[config.mk]
export PLATFORM = sky130hd
export DESIGN_NAME = uart_subsystem
export DESIGN_NICKNAME = d
export VERILOG_FILES = /design/src/verilog/uart_pkg.sv /design/src/verilog/uart_subsystem.sv /design/src/verilog/uart_read_collect.sv /design/src/verilog/uart_bus_decode.sv /design/src/verilog/uart_channel.sv /design/src/verilog/uart_rx.sv /design/src/verilog/uart_tx.sv
export SDC_FILE = /design/constraint.sdc
export NUM_CORES = 1
export LEC_CHECK = 0
export BUFFER_PORTS_ARGS = -buffer_cell sky130_fd_sc_hd__buf_2
export CORE_MARGIN = 3
export CORE_UTILIZATION = 55
export CTS_CLUSTER_SIZE = 14
export DETAILED_ROUTE_END_ITERATION = 6
export MAX_ROUTING_LAYER = met4
export PLACE_DENSITY = 0.76
export SYNTH_ARGS = -nofsm -noshare
export SYNTH_HDL_FRONTEND = slang
export SYNTH_SLANG_ARGS = --single-unit
[constraint.sdc]
create_clock -name clk -period 2.7 [get_ports clk]
set_input_delay 0 -clock clk [delete_from_list [all_inputs] [get_ports clk]]
set_output_delay 0 -clock clk [all_outputs]
set_load 0.02 [all_outputs]
[src/verilog/uart_pkg.sv]
package uart_pkg;

    // channel count and address map.
    localparam int NUM_CHANNELS = 4;

    localparam int CHAN_ADDR_LSB = 4;
    localparam int CHAN_ADDR_MSB = 7;
    localparam int REG_ADDR_LSB = 2;
    localparam int REG_ADDR_MSB = 3;

    // one start bit, eight data bits and one stop bit.
    localparam int FRAME_BITS = 10;

    typedef logic [31:0] bus_addr_t;
    typedef logic [31:0] bus_data_t;
    typedef logic [3:0] byte_mask_t;
    typedef logic [1:0] reg_offset_t;
    typedef logic [CHAN_ADDR_MSB-CHAN_ADDR_LSB:0] chan_idx_t;

    // one bit lasts clk_div plus one clock cycles.
    typedef logic [15:0] clk_div_t;
    typedef logic [7:0] uart_byte_t;
    typedef logic [NUM_CHANNELS-1:0] chan_mask_t;

    // the last channel index is the summary status page.
    localparam chan_idx_t SUMMARY_PAGE = 4'd15;

    localparam reg_offset_t REG_CLK_DIV = 2'd0;
    localparam reg_offset_t REG_STATUS = 2'd1;
    localparam reg_offset_t REG_DATA = 2'd2;

    localparam clk_div_t DEFAULT_CLK_DIV = 16'd15;

    typedef enum logic [1:0] {
        IDLE,
        START,
        DATA,
        STOP
    } rx_state_t;

endpackage
[src/verilog/uart_subsystem.sv]
`timescale 1ns/1ps

module uart_subsystem (
    input logic clk,
    input logic reset,

    input logic sel,
    input logic read,
    input uart_pkg::byte_mask_t write_mask,
    input uart_pkg::bus_addr_t address,
    input uart_pkg::bus_data_t write_value,
    output uart_pkg::bus_data_t read_value,

    input uart_pkg::chan_mask_t rx_in,
    output uart_pkg::chan_mask_t tx_out
);
    import uart_pkg::*;

    chan_mask_t chan_sel;
    reg_offset_t reg_offset;
    logic summary_sel;

    bus_data_t chan_read_values [NUM_CHANNELS];
    chan_mask_t tx_busy;
    chan_mask_t rx_ready;

    uart_bus_decode decode (
        .sel(sel),
        .address(address),
        .chan_sel(chan_sel),
        .reg_offset(reg_offset),
        .summary_sel(summary_sel)
    );

    for (genvar i = 0; i < NUM_CHANNELS; i++) begin : gen_chan
        uart_channel chan (
            .clk(clk),
            .reset(reset),
            .chan_sel(chan_sel[i]),
            .reg_offset(reg_offset),
            .read(read),
            .write_mask(write_mask),
            .write_value(write_value),
            .rx_in(rx_in[i]),
            .tx_out(tx_out[i]),
            .chan_read_value(chan_read_values[i]),
            .tx_busy(tx_busy[i]),
            .rx_ready(rx_ready[i])
        );
    end

    uart_read_collect collect (
        .summary_sel(summary_sel),
        .chan_read_values(chan_read_values),
        .tx_busy(tx_busy),
        .rx_ready(rx_ready),
        .read_value(read_value)
    );

endmodule

[src/verilog/uart_read_collect.sv]
`timescale 1ns/1ps

module uart_read_collect (
    input logic summary_sel,
    input uart_pkg::bus_data_t chan_read_values [uart_pkg::NUM_CHANNELS],
    input uart_pkg::chan_mask_t tx_busy,
    input uart_pkg::chan_mask_t rx_ready,

    output uart_pkg::bus_data_t read_value
);
    import uart_pkg::*;

    bus_data_t chan_value;
    bus_data_t summary_value;

    // unselected channels return zero, so an OR is enough.
    always_comb begin
        chan_value = '0;
        for (int i = 0; i < NUM_CHANNELS; i++) begin
            chan_value = chan_value | chan_read_values[i];
        end
    end

    always_comb begin
        summary_value = '0;
        if (summary_sel) begin
            summary_value[NUM_CHANNELS-1:0] = tx_busy;
            summary_value[2*NUM_CHANNELS-1:NUM_CHANNELS] = rx_ready;
        end
    end

    assign read_value = chan_value | summary_value;

endmodule

[src/verilog/uart_bus_decode.sv]
`timescale 1ns/1ps

module uart_bus_decode (
    input logic sel,
    input uart_pkg::bus_addr_t address,

    output uart_pkg::chan_mask_t chan_sel,
    output uart_pkg::reg_offset_t reg_offset,
    output logic summary_sel
);
    import uart_pkg::*;

    chan_idx_t chan_idx;

    assign chan_idx = address[CHAN_ADDR_MSB:CHAN_ADDR_LSB];
    assign reg_offset = address[REG_ADDR_MSB:REG_ADDR_LSB];

    assign summary_sel = sel && (chan_idx == SUMMARY_PAGE);

    // indices past the last channel select nothing at all.
    always_comb begin
        for (int i = 0; i < NUM_CHANNELS; i++) begin
            chan_sel[i] = sel && (chan_idx == chan_idx_t'(i));
        end
    end

endmodule

[src/verilog/uart_channel.sv]
`timescale 1ns/1ps

module uart_channel (
    input logic clk,
    input logic reset,

    input logic chan_sel,
    input uart_pkg::reg_offset_t reg_offset,
    input logic read,
    input uart_pkg::byte_mask_t write_mask,
    input uart_pkg::bus_data_t write_value,

    input logic rx_in,
    output logic tx_out,

    output uart_pkg::bus_data_t chan_read_value,
    output logic tx_busy,
    output logic rx_ready
);
    import uart_pkg::*;

    clk_div_t clk_div;
    uart_byte_t rx_data;
    logic overrun;
    logic frame_err;

    logic tx_start;
    logic data_read;
    logic rx_load;

    logic rx_valid;
    uart_byte_t rx_byte;
    logic rx_frame_error;

    assign tx_start = chan_sel && (reg_offset == REG_DATA) && write_mask[0];
    assign data_read = chan_sel && read && (reg_offset == REG_DATA);

    // a byte that is read out in the same cycle makes room for the next one.
    assign rx_load = rx_valid && (!rx_ready || data_read);

    always_ff @(posedge clk) begin
        if (reset) begin
            clk_div <= DEFAULT_CLK_DIV;
        end else if (chan_sel && (reg_offset == REG_CLK_DIV)) begin
            if (write_mask[1]) begin
                clk_div[15:8] <= write_value[15:8];
            end
            if (write_mask[0]) begin
                clk_div[7:0] <= write_value[7:0];
            end
        end
    end

    always_ff @(posedge clk) begin
        if (reset) begin
            rx_ready <= 1'b0;
            overrun <= 1'b0;
            frame_err <= 1'b0;
        end else begin
            if (data_read) begin
                rx_ready <= 1'b0;
                overrun <= 1'b0;
                frame_err <= 1'b0;
            end
            if (rx_load) begin
                rx_ready <= 1'b1;
            end else if (rx_valid) begin
                overrun <= 1'b1;
            end
            if (rx_frame_error) begin
                frame_err <= 1'b1;
            end
        end
    end

    always_ff @(posedge clk) begin
        if (rx_load) begin
            rx_data <= rx_byte;
        end
    end

    always_comb begin
        chan_read_value = '0;
        if (chan_sel) begin
            case (reg_offset)
                REG_CLK_DIV: chan_read_value = {16'b0, clk_div};
                REG_STATUS: chan_read_value = {28'b0, frame_err, overrun, rx_ready, tx_busy};
                REG_DATA: chan_read_value = {24'b0, rx_data};
                default: chan_read_value = '0;
            endcase
        end
    end

    uart_tx tx (
        .clk(clk),
        .reset(reset),
        .clk_div(clk_div),
        .start(tx_start),
        .data(write_value[7:0]),
        .busy(tx_busy),
        .tx_out(tx_out)
    );

    uart_rx rx (
        .clk(clk),
        .reset(reset),
        .clk_div(clk_div),
        .rx_in(rx_in),
        .rx_valid(rx_valid),
        .rx_byte(rx_byte),
        .frame_error(rx_frame_error)
    );

endmodule

[src/verilog/uart_rx.sv]
`timescale 1ns/1ps

module uart_rx (
    input logic clk,
    input logic reset,

    input uart_pkg::clk_div_t clk_div,

    input logic rx_in,

    output logic rx_valid,
    output uart_pkg::uart_byte_t rx_byte,
    output logic frame_error
);
    import uart_pkg::*;

    rx_state_t state;
    clk_div_t clks_left;
    logic [2:0] bit_idx;

    logic rx_meta;
    logic rx_sync;
    logic rx_last;
    logic rx_fall;

    // rx_in is asynchronous to clk.
    always_ff @(posedge clk) begin
        if (reset) begin
            rx_meta <= 1'b1;
            rx_sync <= 1'b1;
            rx_last <= 1'b1;
        end else begin
            rx_meta <= rx_in;
            rx_sync <= rx_meta;
            rx_last <= rx_sync;
        end
    end

    assign rx_fall = rx_last && !rx_sync;

    always_ff @(posedge clk) begin
        if (reset) begin
            state <= IDLE;
            rx_valid <= 1'b0;
            frame_error <= 1'b0;
        end else begin
            rx_valid <= 1'b0;
            frame_error <= 1'b0;

            case (state)
                IDLE: begin
                    if (rx_fall) begin
                        // wait half a bit to land in the middle of the start bit.
                        clks_left <= clk_div >> 1;
                        state <= START;
                    end
                end
                START: begin
                    if (clks_left != '0) begin
                        clks_left <= clks_left - 1'b1;
                    end else if (!rx_sync) begin
                        clks_left <= clk_div;
                        bit_idx <= 3'd0;
                        state <= DATA;
                    end else begin
                        // a short glitch, not a start bit.
                        state <= IDLE;
                    end
                end
                DATA: begin
                    if (clks_left != '0) begin
                        clks_left <= clks_left - 1'b1;
                    end else begin
                        clks_left <= clk_div;
                        rx_byte <= {rx_sync, rx_byte[7:1]};
                        bit_idx <= bit_idx + 1'b1;
                        if (bit_idx == 3'd7) begin
                            state <= STOP;
                        end
                    end
                end
                STOP: begin
                    if (clks_left != '0) begin
                        clks_left <= clks_left - 1'b1;
                    end else begin
                        rx_valid <= rx_sync;
                        frame_error <= !rx_sync;
                        state <= IDLE;
                    end
                end
                default: begin
                    state <= IDLE;
                end
            endcase
        end
    end

endmodule

[src/verilog/uart_tx.sv]
`timescale 1ns/1ps

module uart_tx (
    input logic clk,
    input logic reset,

    input uart_pkg::clk_div_t clk_div,

    input logic start,
    input uart_pkg::uart_byte_t data,

    output logic busy,
    output logic tx_out
);
    import uart_pkg::*;

    clk_div_t clks_left;
    logic [3:0] bits_left;
    logic [FRAME_BITS-1:0] shift_reg;

    assign busy = (bits_left != 4'd0);

    // the line always shows the low end of the shift register.
    assign tx_out = shift_reg[0];

    always_ff @(posedge clk) begin
        if (reset) begin
            bits_left <= 4'd0;
            shift_reg <= '1;
        end else begin
            if (start && !busy) begin
                clks_left <= clk_div;
                bits_left <= 4'(FRAME_BITS);
                shift_reg <= {1'b1, data, 1'b0};
            end else if (busy) begin
                if (clks_left != '0) begin
                    clks_left <= clks_left - 1'b1;
                end else begin
                    // ones shift in behind the frame, so the line idles high.
                    clks_left <= clk_div;
                    bits_left <= bits_left - 1'b1;
                    shift_reg <= {1'b1, shift_reg[FRAME_BITS-1:1]};
                end
            end
        end
    end

endmodule

### Yosys cells after proc, flatten, opt, wreduce, memory -nomap -nowiden

Cells that the tools add are included.

| storage, ports and cells | value |
|---|---|
| flip-flop bits (word level) | 360 |
| bits of input ports | 76 |
| logic and storage cells | 435 |

| operators by class | value |
|---|---|
| add/sub/neg operators | 16 |
| equal/unequal tests | 58 |
| multiplexer cells | 137 |
| bitwise gates (word level) | 17 |
| reductions and logical operators | 131 |

Operator list:

| operator | number |
|---|---|
| two-way mux 16 bit | 32 |
| case mux 16 bit (4 select lines) | 4 |
| case mux 16 bit (3 select lines) | 4 |
| two-way mux 32 bit | 4 |
| nonzero test 16 bit | 8 |
| subtractor 16 x 1 -> 16 bit (second input constant) | 8 |
| two-way mux 9 bit | 12 |
| OR 32 bit | 3 |
| inequality test 2 bit (second input constant) | 32 |
| two-way mux 2 bit | 24 |
| two-way mux 4 bit | 12 |
| AND reduction 2 bit | 20 |
| AND reduction 5 bit | 8 |
| logical AND 1 bit | 37 |
| two-way mux 3 bit | 12 |
| OR 32 x 8 -> 32 bit | 1 |
| case mux 2 bit (4 select lines) | 4 |
| nonzero test 2 bit | 16 |
| two-way mux 1 bit | 24 |
| case mux 3 bit (2 select lines) | 4 |
| equality test 2 bit (second input constant) | 9 |
| AND reduction 4 bit | 4 |
| nonzero test 4 bit | 4 |
| subtractor 4 x 1 -> 4 bit (second input constant) | 4 |
| 16 further kinds | 69 |

### Depth between registers and ports, before layout

Gate-level depths: netlist of the first run.

| depth | value |
|---|---|
| depth after elaboration | 7 |
| mapped depth | 9 |

### By module

Synthesis of the first run repeated with hierarchy kept, for this count alone.

| unflattened totals | value |
|---|---|
| cells, all modules | 1885 |
| area, all modules | 19769.0 µm² |

By module, submodules not included:

| module | times used | cells each | area each (µm²) |
|---|---|---|---|
| uart_rx at gen_chan[0].chan.rx ... | 3 | 179 | 1899.3 |
| uart_channel | 4 | 133 | 1338.8 |
| uart_tx at gen_chan[0].chan.tx ... | 2 | 139 | 1682.9 |
| uart_rx at gen_chan[3].chan.rx | 1 | 171 | 1865.5 |
| uart_tx at gen_chan[3].chan.tx | 1 | 154 | 1561.5 |
| uart_tx at gen_chan[2].chan.tx | 1 | 154 | 1556.5 |
| uart_read_collect | 1 | 49 | 294.0 |
| uart_bus_decode | 1 | 10 | 72.6 |

### Least setup slack after synthesis of the first run

OpenSTA, ideal clock, no wires.

| timing path | value |
|---|---|
| path kind | reg2reg |
| start point | register gen_chan[2].chan.rx.clks_left[0] |
| end point | register gen_chan[2].chan.rx.bit_idx[0] (enable) |
| library setup time | 0.383 ns |
| arrival time | 2.449 ns |
| data required time | 2.317 ns |
| path slack | -0.132 ns |
| cell stages (with the launch flop) | 7 |
| path buffers | 1 |
| period minus slack after synthesis | 2.832 ns |
| path through | edfxtp_1 > inv_1 > ha_1 > or4b_1 > buf_2 > or4_4 > a2111oi_0 |

| on the way | value |
|---|---|
| word-level cells in the longest chain between the ends | 3 |
| elaborated cells between the ends (all ways) | 4 |
| those cells by class | eq/ne (2); reduce/logical (2) |

RTL lines:

| what | RTL line | RTL |
|---|---|---|
| from (decl) | uart_rx.sv:18 | `clk_div_t clks_left;` |
| from (signal assigned) | uart_rx.sv:54 | `clks_left <= clk_div >> 1;` |
| from (signal assigned) | uart_rx.sv:60 | `clks_left <= clks_left - 1'b1;` |
| from (signal assigned) | uart_rx.sv:62 | `clks_left <= clk_div;` |
| nonzero test 16 bit * | uart_rx.sv:59, uart_rx.sv:71 |  |
| inequality test 2 bit (no source line) | - |  |
| AND reduction 5 bit (no source line) * | - |  |
| to (signal assigned) | uart_rx.sv:76 | `bit_idx <= bit_idx + 1'b1;` |
| to (decl) | uart_rx.sv:19 | `logic [2:0] bit_idx;` |

Mark *: on every way between the ends. The rest lies on a longest branch, timed or not.
A chain may end at the register's enable or synchronous reset.

### Worst setup path after layout of the first run

| timing path | value |
|---|---|
| start point | register gen_chan[2].chan.rx.clks_left[0] |
| end point | register gen_chan[2].chan.rx.clks_left[7] (data pin) |

| on the way | value |
|---|---|
| word-level cells in the longest chain between the ends | 3 |
| elaborated cells between the ends (all ways) | 6 |
| those cells by class | add/sub (1); mux (4); reduce/logical (1) |

RTL lines:

| what | RTL line | RTL |
|---|---|---|
| subtractor 16 x 1 -> 16 bit / nonzero test 16 bit (equally long branches) | - |  |
| two-way mux 16 bit, on equally long branches | uart_rx.sv:83, uart_rx.sv:59, uart_rx.sv:71 |  |
| case mux 16 bit (4 select lines) * | uart_rx.sv:50 | `case (state)` |

Mark *: on every way between the ends. The rest lies on a longest branch, timed or not. The select of a mux whose other input is x is not followed.

==> impl_metrics.yaml, run 1 <==
outcome:
  status: "finished clean"
worst_setup_path:
  max_stage_delay_ns: 0.49
  worst_ep_required_time_ns: 2.93
  path_max_fanout: 9
  critical_path_buf_inv_count: 2
  crit_path_cell_trace: "inv_1 > ha_1 > or4b_1 > or4_4 > a21o_4 > clkbuf_4 > a22oi_1 > o21ai_1"
  cp_slowest_cell: "or4_4"
  crit_type: "reg -> reg"
  critPathTopFamily: "simple AND/OR/NAND/NOR gates"
  arrival_ns: 2.84
  end_kind: "flop"
  worstSetupStartpointType: "flop"
detailed_routing:
  wl_per_cell_um: 19.94
  top_layer: "met4"
  drt-vias-per-instance: 6.126
  drt_iter0_drc: 1571
  drc_errors: 0
  wirelength_um: 47750
  postRouteAntennaNets: 0
  wl_met1_um: 20580
  vias: 14671
  firstDrtPassIters: 6
  met2_length_um: 21400
  routed-wl-met3_um: 4429
placement:
  place_congestion: 0.9347
  hpwl_um: 33230
  placed_cell_area_sq_um: 19330
  io_buffers: 51
cells_and_area:
  final_common_cell: "edfxtp_1"
  final_cell_mix: "edfxtp_1, nand2_1, nor2_1"
  final_layout_size_suffix_gt1_share_pct: 12.20
  area_growth_pct: 13.58
  nFillCells: 2636
  nNetsFinal: 2046
  top_regs: "gen_chan.chan.clk_div (64), gen_chan.chan.rx.clks_left (64), gen_chan.chan.tx.clks_left (64)"
  finalInstanceArea_sq_um: 20850
synth:
  synthCells: 1834
  async_flop_share_pct: 0
  synth-xor-area-share_pct: 5.010
  synthMuxAreaShare_pct: 5.576
  syn_avg_cell_area_sq_um: 10.01
  synth_top_family_by_area: "simple AND/OR/NAND/NOR gates"
  synthSimpleGateAreaFrac_pct: 17.07
  synth-compound-area-share_pct: 14.40
  synth-adder-area-share_pct: 3.272
  synth_edf_count: 204
  synth-seq-cells: 360
  synth_cell_types: 72
  ys_warn_count: 0
  synthFlopType: "edfxtp_1"
  ys_seq_area_share_pct: 50.39
  netlist_area_sq_um: 18360
timing:
  fin_worst_skew_ns: 0.01822
  hold_violations: 0
  final.min_clock_period_ns: 2.614
  max_slew_margin_pct: 13.33
  timing.final.max_slew_violations: 0
  setup_viol: 0
  tightest_slew_ns: 1.293
  fin_setup_tns_ns: 0
  fin_crit_sh_pct: 96.81
  fmax_mhz: 382.6
clock_tree:
  clock_latency_ns: 0.53
  cts.sinks: 360
  numCtsBuffers: 38
  clockBufferDepth: 3
  root_buffer: "clkbuf_16"
  cts_tree: "done"
  htreeDepth: 2
  clk_pin_slew_worst_paths_ns: 0.06
global_route:
  grt_max_degree: 53
  grt_usage_pct: 27.30
  antenna_found_initial: 2
  grt_overflow: 0
  grt_pass1_vias: 14092
  grt_pass1_wl_um: 76130
floorplan:
  io_pins: 112
  die-area_sq_um: 35600
  start_util_pct: 56.13
  rows: 66
  die_w_um: 188.7
  core_area_sq_um: 32700
  fp.dieH_um: 188.7
power_and_ir_drop:
  peakVddDrop_v: 0.0005141
  p_leak_nw: 7.756
  power_density_nw_per_um2: 592.7
flow_run:
  maxCapViolations: 0
worst_hold_path:
  hp-class: "in -> reg"
-- power breakdown --
group	total (mW)	switching, mW	internal [mW]
Combinational	1.11	0.717	0.394
Sequential	6.04	0.121	5.92
Clock	5.21	2.14	3.07
Total	12.4	2.98	9.38
-- worst reg2reg max path, delay by kind of cell, from the launching register on --
family	cells	cell delay, ns
AND/OR/NAND/NOR	2	0.96
buffers and inverters	2	0.29
flip-flops	1	0.39
adder cells (fa/ha/maj)	1	0.17
AO/OA/AOI/OAI	3	0.54
-- cell type report --
| class | count | area, sq um | share of cell area, % |
|---|---|---|---|
| antenna | 2 | 5.005 | 0.02401 |
| timing repair buffer | 150 | 1091 | 5.233 |
| tap | 442 | 553.0 | 2.653 |
| multi-input combinational | 1307 | 8458 | 40.57 |
| sequential | 360 | 9249 | 44.36 |
| clock inverter | 16 | 137.6 | 0.6602 |
| inverter | 65 | 244.0 | 1.170 |
| clock buffer | 53 | 1110 | 5.323 |
-- routing by layer --
metal | global-route usage [%] | vias to the layer above
met4 | 7.476 | 0
met5 | - | -
met3 | 4.335 | 109
met1 | 38.41 | 7056
met2 | 41.44 | 650
li1 | - | 6856
-- cells in the mapped netlist, types with 14 or more instances --
cell type / count / area (sq um)
o31ai_1: 17 / 127.6
a21o_1: 19 / 142.6
a221o_1: 18 / 180.2
a21oi_1: 100 / 500.5
or2_2: 14 / 87.58
dfxtp_1: 156 / 3123
nor2b_1: 17 / 106.4
xnor2_1: 62 / 543.0
buf_4: 21 / 157.7
inv_1: 65 / 244.0
nor3_1: 53 / 265.3
nand2_1: 183 / 686.9
mux2i_1: 82 / 820.8
xor2_1: 43 / 376.6
and2_1: 27 / 168.9
a22oi_1: 42 / 315.3
clkbuf_1: 76 / 285.3
nor4_1: 36 / 225.2
nand4_1: 17 / 106.4
nand3_1: 28 / 140.1
ha_1: 48 / 600.6
a211oi_1: 24 / 180.2
nor2_1: 173 / 649.4
edfxtp_1: 204 / 6126
o21ai_0: 99 / 495.5
a221oi_1: 29 / 254.0
-- logic make-up after synthesis --
| kind of cell | count (synthesis) |
|---|---|
| and+or+nand+nor | 638 |
| AOI/OAI and AO/OA | 404 |
| DFF | 360 |
| buffers and inverters | 182 |
| xor gates and xnor gates | 105 |
| muxes | 96 |
| adders and majority gates | 48 |
| other | 1 |
-- worst paths after layout --
path	from	to	slack, ns	cells after the start
worst max-delay path	gen_chan[2].chan.rx.clks_left[0]$_DFFE_PP_	gen_chan[2].chan.rx.clks_left[7]$_DFFE_PP_	0.09	8
worst min-delay path	write_mask[1]	gen_chan[0].chan.clk_div[15]$_SDFFE_PP0P_	0.08	5
worst min register to register	gen_chan[1].chan.rx.rx_meta$_SDFF_PP1_	gen_chan[1].chan.rx.rx_sync$_SDFF_PP1_	0.41	1
worst max register to register	gen_chan[2].chan.rx.clks_left[0]$_DFFE_PP_	gen_chan[2].chan.rx.clks_left[7]$_DFFE_PP_	0.09	8
-- what timing repair did --
item	in CTS	in global routing
setup buffers	0	3
hold buffers	21	0
resized for setup	1	6
setup endpoints to repair	6	21
endpoints found under the hold margin	89	0
pin swaps	1	2
-- stage by stage --
| step | utilization [%] | hold slack, ns | instances | power (mW) | worst slack, ns |
|---|---|---|---|---|---|
| 6_report | 63.75 | 0.08003 | 2395 | 12.36 | 0.08606 |
| 3_3_place_gp | 59.11 | 0.1890 | 2300 | 7.146 | 0.05062 |
| 4_1_cts | 63.60 | 0.06308 | 2390 | 12.37 | 0.001533 |
| 5_1_grt | 63.74 | 0.1186 | 2394 | 12.77 | -0.0006843 |
| 3_5_place_dp | 59.11 | 0.1859 | 2300 | 7.187 | -0.01173 |
| 2_1_floorplan | - | 0.1038 | 1849 | 6.899 | 0.04630 |
Power figures use the tool's default switching activity.
==> run 2: changes to the inputs <==
--- a/config.mk
+++ b/config.mk
@@ -7,11 +7,12 @@
 export LEC_CHECK = 0
 export BUFFER_PORTS_ARGS = -buffer_cell sky130_fd_sc_hd__buf_2
 export CORE_MARGIN = 3
-export CORE_UTILIZATION = 55
+export CORE_UTILIZATION = 50
 export CTS_CLUSTER_SIZE = 14
 export DETAILED_ROUTE_END_ITERATION = 6
+export GPL_ROUTABILITY_DRIVEN = 0
 export MAX_ROUTING_LAYER = met4
-export PLACE_DENSITY = 0.76
+export PLACE_DENSITY = 0.7
 export SYNTH_ARGS = -nofsm -noshare
 export SYNTH_HDL_FRONTEND = slang
 export SYNTH_SLANG_ARGS = --single-unit
==> run 2 against run 1 <==
  * Fmax is 0.45% lower
  * Hold slack worse by 0.0083 ns
  * Core utilization is 5.3 points lower
  * Count of clock-buffer cells in the layout is 12 higher
  * First-iteration DRC count is 6.9% lower
  * Critical path type unchanged
  * Die area is 9.7% higher
  * Register-to-register slack hardly changed
  * Design area is 0.74% higher
  * Clock skew is 0.0059 ns lower
  * Critical path depth is 1 lower
==> impl_metrics.yaml, run 2 (same netlist as run 1, synthesis figures left out) <==
global_route:
  grt_usage_pct: 25.02
  grt_max_degree: 46
  use_met3_pct: 3.838
  grt_overflow: 0
  grt-busiest-layer: "met2"
  grt_pass1_vias: 13727
  antenna_found_initial: 1
  grt_util_met1_pct: 36.28
  grt_pass1_wl_um: 75430
  use_met2_pct: 36.93
power_and_ir_drop:
  p_leak_nw: 7.812
  power_density_nw_per_um2: 594.7
  power_frac_clock_pct: 42.7
  switchingPower_mw: 3.033
  p_seq_share_pct: 48.3
  peakVddDrop_v: 0.0005081
  switching_share_pct: 24.28
  pwr-share-comb_pct: 9.0
  total_power_mw: 12.49
  p_int_mw: 9.458
worst_setup_path:
  r2r_end: "gen_chan[2].chan.rx.clks_left[9]$_DFFE_PP_"
  max_stage_delay_ns: 0.56
  critPathTopFamily: "simple AND/OR/NAND/NOR gates"
  end_kind: "flop"
  arrival_ns: 2.86
  cp_slowest_cell: "or4_4"
  crit_path_end: "gen_chan[2].chan.rx.clks_left[9]$_DFFE_PP_"
  r2r_start: "gen_chan[2].chan.rx.clks_left[0]$_DFFE_PP_"
  crit_type: "reg -> reg"
  critical_path_buf_inv_count: 1
  critPathLaunch: "gen_chan[2].chan.rx.clks_left[0]$_DFFE_PP_"
  r2r.worst_path.cells: 7
  reg2reg_slack_ns: 0.07
  worstSetupStartpointType: "flop"
  worst_ep_required_time_ns: 2.94
  worst-path-stages: 7
  crit_path_cell_trace: "inv_2 > ha_2 > or4b_4 > or4_4 > a21o_4 > a221oi_2 > a21oi_1"
  path_max_fanout: 8
timing:
  rsz0062_at_grt: "yes"
  fin_crit_sh_pct: 97.25
  final.min_clock_period_ns: 2.626
  fmax_mhz: 380.9
  hold_violations: 0
  fin_worst_skew_ns: 0.01228
  setup_viol: 0
  fin_ws_ns: 0.07433
  max_slew_margin_pct: 23.69
  timing.final.max_slew_violations: 0
  tightest_slew_ns: 1.145
placement:
  dp_cells: 2321
  hpwl_um: 33770
  io_buffers: 51
  post-place-ws_ns: -0.01161
cells_and_area:
  nNetsFinal: 2050
  fin_util_pct: 58.48
  nFillCells: 3004
  final_cell_mix: "edfxtp_1, nand2_1, nor2_1"
  final_common_cell: "edfxtp_1"
  fin_cells: 2419
  top_regs: "gen_chan.chan.clk_div (64), gen_chan.chan.rx.clks_left (64), gen_chan.chan.tx.clks_left (64)"
  area_growth_pct: 14.42
  final_layout_size_suffix_gt1_share_pct: 12.52
detailed_routing:
  drt_iter0_drc: 1462
  wirelength_um: 48250
  firstDrtPassIters: 6
  wl_per_cell_um: 19.95
  postRouteAntennaNets: 0
  vias: 14595
  drc_errors: 0
  drt-vias-per-instance: 6.033
clock_tree:
  root_buffer: "clkbuf_16"
  cts.sinks: 360
  clock_latency_ns: 0.54
  cts_tree: "done"
  htreeDepth: 2
  clockBufferDepth: 3
  numCtsBuffers: 40
  clk_pin_slew_worst_paths_ns: 0.06
floorplan:
  core_area_sq_um: 35910
  rows: 69
  die_w_um: 197.6
  die-area_sq_um: 39050
  start_util_pct: 51.11
  fp.dieH_um: 197.6
  io_pins: 112
outcome:
  status: "finished clean"
flow_run:
  maxCapViolations: 0
worst_hold_path:
  hp-class: "in -> reg"
[run 2: worst register-to-register path, stage by stage, from the launching register on]
cell,delay [ns]
edfxtp_1,0.40
inv_2,0.09
ha_2,0.19
or4b_4,0.47
or4_4,0.57
a21o_4,0.29
a221oi_2,0.25
a21oi_1,0.08
[run 2: timing repair]
action                                  4_1_cts  5_1_grt
hold endpoints to repair                     98        0
setup buffers                                 0        1
hold buffers                                 22        0
resized for setup                             1       12
endpoints found under the setup margin        5       60
pin swaps                                     1        4
cloned                                        0        1
[run 2: area by class of cell]
cell class              count  area (sq um)  share of cell area [%]
diodes                      1         2.502                 0.01191
clock buffers              65          1237                   5.892
clock inverters             8         47.55                  0.2264
inverters                  65         244.0                   1.162
multi-input cells        1308          8507                   40.50
flip-flops and latches    360          9249                   44.04
well taps                 461         576.8                   2.746
repair buffers            151          1139                   5.421
[run 2: worst min-delay path by stage]
stage / start / depth (start not counted) / end / slack, ns
after floorplan: rx_in[0] / 1 / gen_chan[0].chan.rx.rx_meta$_SDFF_PP1_ / 0.10
after global placement: rx_in[2] / 2 / gen_chan[2].chan.rx.rx_meta$_SDFF_PP1_ / 0.18
after detailed placement: rx_in[2] / 2 / gen_chan[2].chan.rx.rx_meta$_SDFF_PP1_ / 0.19
after CTS: write_mask[0] / 5 / gen_chan[2].chan.clk_div[1]$_SDFFE_PP1P_ / 0.04
after global routing: write_mask[1] / 5 / gen_chan[2].chan.clk_div[15]$_SDFFE_PP0P_ / 0.08
final: write_mask[0] / 5 / gen_chan[2].chan.clk_div[0]$_SDFFE_PP1P_ / 0.07
[run 2: metal layers]
layer | wire [um] | up-vias | share of wire [%]
met5 | 0 | - | 0
met4 | 1075 | 0 | 2.2
met3 | 4139 | 77 | 8.6
met2 | 21220 | 602 | 44
met1 | 21820 | 7052 | 45
li1 | - | 6864 | -
[run 2: metrics by stage]
step                      hold slack (ns)  cell area, sq um    TNS, ns
after global placement             0.1850             19410          0
final                             0.07178             21000          0
after CTS                         0.03847             20930          0
after detailed placement           0.1872             19410   -0.03479
after floorplan                    0.1038             18430          0
after global routing              0.08261             21000  -0.003091
[run 2: power groups by stage]
| stage | logic [mW] | clock network (mW) | registers [mW] |
|---|---|---|---|
| 2_1_floorplan | 0.781 | 0 | 6.12 |
| 3_3_place_gp | 1.03 | 0 | 6.14 |
| 3_5_place_dp | 1.06 | 0 | 6.15 |
| 4_1_cts | 1.09 | 5.40 | 6.03 |
| 5_1_grt | 1.24 | 5.60 | 6.05 |
| 6_report | 1.13 | 5.33 | 6.04 |
